===== src/source/mrc_pkg.sv =====
package mrc_pkg;

  // --------------------
  // Widths and counts
  localparam int cntl_w        = 2;
  localparam int opt_type_w    = 8;
  localparam int opt_value_w   = 16;
  localparam int opts_per_beat = 3;
  localparam int num_lanes_w   = 6;   // 0 to 32 lanes
  localparam int mgr_id_w      = 8;
  localparam int local_ptr_w   = 32;

  // --------------------
  // Message control codes
  localparam logic [cntl_w-1:0] cntl_mom     = 2'b00;
  localparam logic [cntl_w-1:0] cntl_som     = 2'b01;
  localparam logic [cntl_w-1:0] cntl_eom     = 2'b10;
  localparam logic [cntl_w-1:0] cntl_som_eom = 2'b11;

  // Option type codes
  localparam logic [opt_type_w-1:0] opt_type_none      = 8'h00;
  localparam logic [opt_type_w-1:0] opt_type_num_lanes = 8'h01;
  localparam logic [opt_type_w-1:0] opt_type_memory    = 8'h02;

  // --------------------
  // Descriptor FSM states
  typedef enum logic [2:0] {
    desc_wait,
    desc_extract,
    start_access,
    complete,
    desc_err
  } state_t;

  typedef struct packed {
    logic [opt_type_w-1:0]  opt_type;
    logic [opt_value_w-1:0] value;
  } opt_tuple_t;

  // Tuple 0 sits in the upper bits
  typedef struct packed {
    logic [cntl_w-1:0]                  cntl;
    opt_tuple_t [0:opts_per_beat-1]     opts;
  } mrc_beat_t;

  // Extended tuple, one slot value plus the whole next tuple
  typedef struct packed {
    logic [opt_value_w-1:0] value;
    opt_tuple_t             tuple;
  } ext_view_t;

  // Same 40 bits as a global storage pointer
  typedef struct packed {
    logic [mgr_id_w-1:0]    mgr_id;
    logic [local_ptr_w-1:0] local_ptr;
  } ptr_view_t;

  typedef union packed {
    ext_view_t ext;
    ptr_view_t ptr;
  } ext_tuple_u;

  typedef struct packed {
    logic [num_lanes_w-1:0] num_lanes;
    logic [local_ptr_w-1:0] local_ptr;
  } mrc_access_t;

endpackage


===== src/source/mrc_desc_buffer.sv =====
`timescale 1ns/10ps

module mrc_desc_buffer #(
  parameter int desc_fifo_depth     = 8,
  parameter int desc_fifo_threshold = 5
) (
  input  logic               clk,
  input  logic               rst_n,
  input  logic               desc_valid,
  input  mrc_pkg::mrc_beat_t desc_beat,
  input  logic               fifo_read,
  output logic               desc_ready,
  output logic               fifo_empty,
  output mrc_pkg::mrc_beat_t fifo_beat
);

  localparam int ptr_w = $clog2(desc_fifo_depth);
  localparam int cnt_w = $clog2(desc_fifo_depth + 1);

  logic               in_valid;
  mrc_pkg::mrc_beat_t in_beat;

  mrc_pkg::mrc_beat_t mem [desc_fifo_depth];
  logic [ptr_w-1:0]   wr_ptr;
  logic [ptr_w-1:0]   rd_ptr;
  logic [cnt_w-1:0]   count;

  // --------------------
  // Input register stage
  always_ff @(posedge clk)
  begin
    if (!rst_n)
      in_valid <= 1'b0;
    else
      in_valid <= desc_valid;
  end

  always_ff @(posedge clk)
  begin
    in_beat <= desc_beat;
  end

  // --------------------
  // FIFO storage
  always_ff @(posedge clk)
  begin
    if (in_valid)
      mem[wr_ptr] <= in_beat;
  end

  // Read data lands the cycle after the read
  always_ff @(posedge clk)
  begin
    if (fifo_read)
      fifo_beat <= mem[rd_ptr];
  end

  always_ff @(posedge clk)
  begin
    if (!rst_n)
    begin
      wr_ptr <= '0;
      rd_ptr <= '0;
      count  <= '0;
    end
    else
    begin
      if (in_valid)
        wr_ptr <= (wr_ptr == ptr_w'(desc_fifo_depth - 1)) ? '0 : wr_ptr + 1'b1;
      if (fifo_read)
        rd_ptr <= (rd_ptr == ptr_w'(desc_fifo_depth - 1)) ? '0 : rd_ptr + 1'b1;
      case ({in_valid, fifo_read})
        2'b10:   count <= count + 1'b1;
        2'b01:   count <= count - 1'b1;
        default: count <= count;
      endcase
    end
  end

  assign fifo_empty = (count == '0);

  // Threshold leaves room for beats already on their way in
  always_ff @(posedge clk)
  begin
    if (!rst_n)
      desc_ready <= 1'b0;
    else
      desc_ready <= (count < cnt_w'(desc_fifo_threshold));
  end

endmodule


===== src/source/mrc_desc_pipe.sv =====
`timescale 1ns/10ps

module mrc_desc_pipe (
  input  logic               clk,
  input  logic               rst_n,
  input  logic               fifo_empty,
  input  mrc_pkg::mrc_beat_t fifo_beat,
  input  logic               consume,
  output logic               fifo_read,
  output logic               pipe_valid,
  output mrc_pkg::mrc_beat_t pipe_beat
);

  // FIFO read data register is the first stage
  logic fifo_valid;
  logic fifo_advance;

  // Keep both stages charged
  assign fifo_advance = fifo_valid & (~pipe_valid | consume);
  assign fifo_read    = ~fifo_empty & (~fifo_valid | fifo_advance);

  // --------------------
  // Stage valid flags
  always_ff @(posedge clk)
  begin
    if (!rst_n)
      fifo_valid <= 1'b0;
    else if (fifo_read)
      fifo_valid <= 1'b1;
    else if (fifo_advance)
      fifo_valid <= 1'b0;
  end

  always_ff @(posedge clk)
  begin
    if (!rst_n)
      pipe_valid <= 1'b0;
    else if (fifo_advance)
      pipe_valid <= 1'b1;
    else if (consume)
      pipe_valid <= 1'b0;
  end

  // --------------------
  // Pipe stage data
  always_ff @(posedge clk)
  begin
    if (fifo_advance)
      pipe_beat <= fifo_beat;
  end

endmodule


===== src/source/mrc_option_extract.sv =====
`timescale 1ns/10ps

module mrc_option_extract (
  input  logic                 clk,
  input  logic                 rst_n,
  input  logic                 consume,
  input  logic                 field_clear,
  input  mrc_pkg::mrc_beat_t   pipe_beat,
  output mrc_pkg::mrc_access_t access
);

  logic                            lanes_hit;
  logic [mrc_pkg::num_lanes_w-1:0] lanes_val;
  logic                            ptr_hit;
  mrc_pkg::ext_tuple_u             ptr_word;

  // --------------------
  // Option decode
  always_comb
  begin
    lanes_hit = 1'b0;
    lanes_val = '0;
    ptr_hit   = 1'b0;
    ptr_word  = '0;

    // Walk downward so the lowest slot wins
    for (int i = mrc_pkg::opts_per_beat - 1; i >= 0; i--)
    begin
      if (pipe_beat.opts[i].opt_type == mrc_pkg::opt_type_num_lanes)
      begin
        lanes_hit = 1'b1;
        lanes_val = pipe_beat.opts[i].value[mrc_pkg::num_lanes_w-1:0];
      end
    end

    // Pointer spills into the next tuple, so never from the last slot
    for (int i = mrc_pkg::opts_per_beat - 2; i >= 0; i--)
    begin
      if (pipe_beat.opts[i].opt_type == mrc_pkg::opt_type_memory)
      begin
        ptr_hit            = 1'b1;
        ptr_word.ext.value = pipe_beat.opts[i].value;
        ptr_word.ext.tuple = pipe_beat.opts[i+1];
      end
    end
  end

  // --------------------
  // Captured fields
  always_ff @(posedge clk)
  begin
    if (!rst_n || field_clear)
    begin
      access.num_lanes <= '0;
      access.local_ptr <= '0;
    end
    else if (consume)
    begin
      if (lanes_hit)
        access.num_lanes <= lanes_val;
      // Manager ID bits dropped here
      if (ptr_hit)
        access.local_ptr <= ptr_word.ptr.local_ptr;
    end
  end

endmodule


===== src/source/mrc_desc_fsm.sv =====
`timescale 1ns/10ps

module mrc_desc_fsm (
  input  logic               clk,
  input  logic               rst_n,
  input  logic               pipe_valid,
  input  mrc_pkg::mrc_beat_t pipe_beat,
  output logic               consume,
  output logic               field_clear,
  output logic               access_start,
  output logic               desc_error
);

  mrc_pkg::state_t state;
  mrc_pkg::state_t state_next;
  logic            pipe_som;
  logic            pipe_eom;

  assign pipe_som = (pipe_beat.cntl == mrc_pkg::cntl_som);
  assign pipe_eom = (pipe_beat.cntl == mrc_pkg::cntl_eom);

  always_ff @(posedge clk)
  begin
    if (!rst_n)
      state <= mrc_pkg::desc_wait;
    else
      state <= state_next;
  end

  // --------------------
  // Next state
  always_comb
  begin
    state_next = state;
    case (state)
      mrc_pkg::desc_wait:
        if (pipe_valid)
          state_next = pipe_som ? mrc_pkg::desc_extract : mrc_pkg::desc_err;
      mrc_pkg::desc_extract:
        if (pipe_valid && pipe_eom)
          state_next = mrc_pkg::start_access;
      mrc_pkg::start_access:
        state_next = mrc_pkg::complete;
      mrc_pkg::complete:
        state_next = mrc_pkg::desc_wait;
      // Held until reset
      mrc_pkg::desc_err:
        state_next = mrc_pkg::desc_err;
      default:
        state_next = mrc_pkg::desc_wait;
    endcase
  end

  // --------------------
  // Outputs
  // Pipe holds while the request goes out
  assign consume = pipe_valid & ((state == mrc_pkg::desc_wait) ||
                                 (state == mrc_pkg::desc_extract) ||
                                 (state == mrc_pkg::desc_err));

  assign access_start = (state == mrc_pkg::start_access);
  assign field_clear  = (state == mrc_pkg::complete);
  assign desc_error   = (state == mrc_pkg::desc_err);

endmodule


===== src/source/mrc_cntl.sv =====
`timescale 1ns/10ps

module mrc_cntl #(
  parameter int desc_fifo_depth     = 8,
  parameter int desc_fifo_threshold = 5
) (
  input  logic                 clk,
  input  logic                 rst_n,
  input  logic                 desc_valid,
  input  mrc_pkg::mrc_beat_t   desc_beat,
  output logic                 desc_ready,
  output logic                 access_start,
  output mrc_pkg::mrc_access_t access,
  output logic                 desc_error
);

  // Buffer to pipe
  logic               fifo_empty;
  logic               fifo_read;
  mrc_pkg::mrc_beat_t fifo_beat;

  // Pipe to FSM and extractor
  logic               pipe_valid;
  mrc_pkg::mrc_beat_t pipe_beat;
  logic               consume;
  logic               field_clear;

  // --------------------
  // Input register and descriptor FIFO
  mrc_desc_buffer #(
    .desc_fifo_depth     (desc_fifo_depth),
    .desc_fifo_threshold (desc_fifo_threshold)
  ) desc_buffer_inst (
    .clk        (clk),
    .rst_n      (rst_n),
    .desc_valid (desc_valid),
    .desc_beat  (desc_beat),
    .fifo_read  (fifo_read),
    .desc_ready (desc_ready),
    .fifo_empty (fifo_empty),
    .fifo_beat  (fifo_beat)
  );

  mrc_desc_pipe desc_pipe_inst (
    .clk        (clk),
    .rst_n      (rst_n),
    .fifo_empty (fifo_empty),
    .fifo_beat  (fifo_beat),
    .consume    (consume),
    .fifo_read  (fifo_read),
    .pipe_valid (pipe_valid),
    .pipe_beat  (pipe_beat)
  );

  // --------------------
  // Descriptor processing
  mrc_option_extract option_extract_inst (
    .clk         (clk),
    .rst_n       (rst_n),
    .consume     (consume),
    .field_clear (field_clear),
    .pipe_beat   (pipe_beat),
    .access      (access)
  );

  mrc_desc_fsm desc_fsm_inst (
    .clk          (clk),
    .rst_n        (rst_n),
    .pipe_valid   (pipe_valid),
    .pipe_beat    (pipe_beat),
    .consume      (consume),
    .field_clear  (field_clear),
    .access_start (access_start),
    .desc_error   (desc_error)
  );

endmodule


===== config.mk =====
export PLATFORM = sky130hd
export DESIGN_NAME = mrc_cntl
export DESIGN_NICKNAME = d
export VERILOG_FILES = /design/src/source/mrc_pkg.sv /design/src/source/mrc_desc_buffer.sv /design/src/source/mrc_desc_pipe.sv /design/src/source/mrc_option_extract.sv /design/src/source/mrc_desc_fsm.sv /design/src/source/mrc_cntl.sv
export SDC_FILE = /design/constraint.sdc
export NUM_CORES = 1
export LEC_CHECK = 0
export BUFFER_PORTS_ARGS = -buffer_cell sky130_fd_sc_hd__buf_2
export CAP_MARGIN = 0
export CORE_MARGIN = 2
export CORE_UTILIZATION = 51
export CTS_BUF_LIST = sky130_fd_sc_hd__clkbuf_16
export CTS_CLUSTER_DIAMETER = 60
export DETAILED_ROUTE_END_ITERATION = 16
export PLACE_DENSITY = 0.68
export SETUP_SLACK_MARGIN = 0.1
export SYNTH_ARGS = -nofsm -noshare
export SYNTH_HDL_FRONTEND = slang
export SYNTH_HIERARCHICAL = 1
export SYNTH_SLANG_ARGS = --single-unit

===== constraint.sdc =====
create_clock -name clk -period 8.3 [get_ports clk]
set_input_delay 0.415 -clock clk [delete_from_list [all_inputs] [get_ports clk]]
set_output_delay 0.415 -clock clk [all_outputs]
set_load 0.005 [all_outputs]

==> summary.txt <==
Status
  • Result of the run: completed

Critical path
  • Kind of critical path: register to register
  • Maximum fanout encountered on the critical timing path: 72
  • Worst r2r src: desc_fsm_inst/state[1]
  • Register-to-Register Setup Slack: 4.61 ns
  • Maximum single-stage delay on the critical path: 0.77 ns
  • Critical path's top delay family: buffers and inverters
  • Data required time at the worst endpoint: 8.83 ns
  • Ordered list of cells on the worst path: nand2b_1, a21oi_2, buf_4, nor2b_4, a21oi_4, buf_4, ha_1, xor2_1, ha_1, a21oi_1, xor2_1, or3_1, a21boi_0
  • Startpoint class of the critical path: register
  • Terminus of the critical flop-to-flop path: desc_buffer_inst/count[2]
  • Slowest cell on the critical path: buf_4
  • Combined buffer and inverter count along the critical path: 2
  • Number of cells on the worst reg-to-reg path: 13
  • Endpoint class of the critical path: register
  • Arrival @ worst endpoint: 4.22 ns

STA
  • Final Critical Period: 3.69 ns
  • Worst Max-Slew Pin Slew: 1.24 ns
  • Number of hold violations in the final report: 0
  • Worst max-slew margin expressed relative to the limit: 0.173
  • Maximum frequency from static timing analysis: 0.271 GHz
  • Worst clock skew: 0.0241 ns
  • Part of the cycle the worst path needs: 0.445
  • Count of final setup violators: 0
  • Final max-slew violation count: 0
  • RSZ-0062 raised after global routing: no
  • Aggregate negative setup slack: 0 ns

Floorplan
  • Row count: 85
  • Y dimension of the die: 238 um
  • Chip width: 238 um
  • Core area: 53900 sq um
  • Total Die Area: 56500 sq um
  • Top-level port count: 118
  • Initial core utilization: 0.516

Hold path
  • Sink of the worst hold path: desc_buffer_inst/in_valid
  • Instance count along the most critical hold path: 2
  • Hold wc startpoint: desc_valid
  • Tightest Hold Check Type: primary input to register

Placed design
  • Port buffer count: 109
  • Cell area after placement: 29200 sq um
  • Total half-perimeter wirelength after legalization and detailed placement: 28400 um
  • Number of placed cells counting well taps: 2027
  • Final GP Congestion: 0.787

Final layout
  • Number of standard cells in the final layout excluding fillers: 2237
  • Final antenna diode count: 0
  • Area added between synthesis and finish: 16.1%
  • Final std cell area, no fill: 32300 sq um
  • Fraction of layout cells with a size suffix above 1: 0.302
  • Fill cell total of the finished layout: 3746
  • Final core utilization: 0.599
  • Final #Nets: 1560

Global routing
  • Overall Global Routing Usage: 0.194
  • Initial antenna violation count: 3
  • Number of global-route vias before repair: 12800
  • Total gr overflow: 0
  • Largest net degree at the start of global routing: 73
  • First-pass GRT wire length: 80000 um

Detailed routing
  • Wire length reported by the detailed router: 53700 um
  • Final ANT Viol Nets: 0
  • DRC violations left: 0
  • TritonRoute pass-1 iters: 5
  • Violation count after the first detailed-routing iteration: 1029
  • Post-detailed-route via-to-cell ratio: 5.70
  • Average wire length per cell after detail routing: 24.0 um
  • Total via count after detailed routing: 12800

Power and ir drop
  • Total power draw: 9.98 mW
  • Worst vdd rail ir drop: 0.229 mV
  • Power per unit of standard cell area: 309 nW/um^2
  • Total leakage power: 10.8 nW

Yosys
  • Per-instance average area after synthesis: 22.0 sq um
  • Net Count, Synth: 1347
  • Synthesis warning total: 6
  • Post-synthesis instance area: 27800 sq um
  • Gate count of the mapped netlist: 1263

Clocking
  • Clk pin slew, worst setup/hold paths: 0.06 ns
  • Cts bufs inserted: 77
  • CTS tree: yes
  • Worst skew pair latency: 0.62 ns
  • Buffer depth of the longest clock path: 3
  • Post-cts sizing count: 0
  • H-Tree Level Count: 3
  • CTS sink cnt: 781
  • Clock Root Buffer: clkbuf_16

Flow run
  • Max capacitance violation total: 0
==> worst reg2reg max path: cells and delay by family (launching register included) <==
family / cells / cell delay, ns
AOI/OAI and AO/OA: 4 / 0.46
adders and majority gates: 2 / 0.71
buffers and inverters: 2 / 1.12
DFF: 1 / 0.36
xor gates and xnor gates: 2 / 0.36
and+or+nand+nor: 3 / 0.61
==> per-layer routing <==
metal | up-vias | wire [um] | track usage
met5 | - | 0 | 0
met4 | 0 | 1200 | 0.0673
met3 | 76 | 3540 | 0.0325
met2 | 417 | 25300 | 0.298
met1 | 6653 | 23700 | 0.286
li1 | 5613 | - | -
==> where the power goes <==
group / total [mW] / leakage [nW] / switching, mW / internal, mW
logic: 1.52 / 2.43 / 0.754 / 0.768
clock network: 3.34 / 1.30 / 1.39 / 1.95
registers: 5.12 / 7.03 / 0.279 / 4.84
total: 9.98 / 10.8 / 2.42 / 7.55
==> repair_timing <==
| item | CTS | global route |
|---|---|---|
| setup buffers | 0 | 0 |
| hold buffers | 66 | 0 |
| endpoints found under the hold margin | 66 | 0 |
==> placed cells by master (no fill, tap or decap), types with 3 or more instances in the layout <==
cell / instances
nor2_1: 24
nor3_1: 3
o22ai_1: 22
mux4_2: 132
ha_1: 7
clkbuf_16: 81
a211oi_2: 8
buf_4: 20
buf_2: 109
inv_1: 29
nor2b_1: 7
dfxtp_4: 3
o21ai_1: 4
clkinv_2: 8
dfxtp_1: 118
bufinv_16: 6
a211oi_1: 3
mux2_2: 72
a21oi_1: 26
nand2b_1: 10
and2_1: 4
nor2_4: 6
a222oi_1: 6
edfxtp_1: 660
clkinv_1: 17
nand2_1: 9
o21ai_0: 20
mux2i_1: 16
dlygate4sd3_1: 66
==> state kept, by name, summed over array words and instances, names as in the netlist <==
name and count:
option_extract_inst/access 38, desc_buffer_inst/wr_ptr 3, desc_pipe_inst/pipe_valid 1, desc_fsm_inst/state 3, desc_buffer_inst/in_valid 1, desc_buffer_inst/desc_ready 1, desc_buffer_inst/in_beat 66, desc_pipe_inst/fifo_valid 1
desc_buffer_inst/count 4, desc_buffer_inst/fifo_beat 66, desc_pipe_inst/pipe_beat 66, desc_buffer_inst/mem 528, desc_buffer_inst/rd_ptr 3
==> per-stage QoR <==
step	hold slack (ns)	setup slack [ns]
6_report	0.0629	4.61
5_1_grt	0.0481	4.41
2_1_floorplan	0.400	2.29
3_5_place_dp	0.405	4.66
4_1_cts	0.0330	4.64
3_3_place_gp	0.404	4.77
==> how the worst max path moves through the flow <==
stage | depth (start not counted) | slack, ns | to | start
2_1_floorplan | 11 | 2.29 | desc_buffer_inst/count[2] | desc_fsm_inst/state[1]
6_report | 13 | 4.61 | desc_buffer_inst/count[2] | desc_fsm_inst/state[1]
3_3_place_gp | 13 | 4.77 | desc_buffer_inst/count[2] | desc_fsm_inst/state[1]
5_1_grt | 13 | 4.41 | desc_buffer_inst/count[2] | desc_pipe_inst/pipe_valid
3_5_place_dp | 13 | 4.66 | desc_buffer_inst/count[2] | desc_fsm_inst/state[1]
4_1_cts | 13 | 4.64 | desc_buffer_inst/count[2] | desc_fsm_inst/state[1]
==> area by class of cell <==
class | count | area (sq um) | area share
repair buffers | 196 | 1380 | 0.0426
multi-input cells | 417 | 5320 | 0.165
flip-flops and latches | 781 | 22300 | 0.689
well taps | 696 | 871 | 0.0270
inverters | 3 | 11.3 | 0.000349
clock inverters | 63 | 447 | 0.0138
clock buffers | 81 | 2030 | 0.0627
Power figures use the tool's default switching activity.
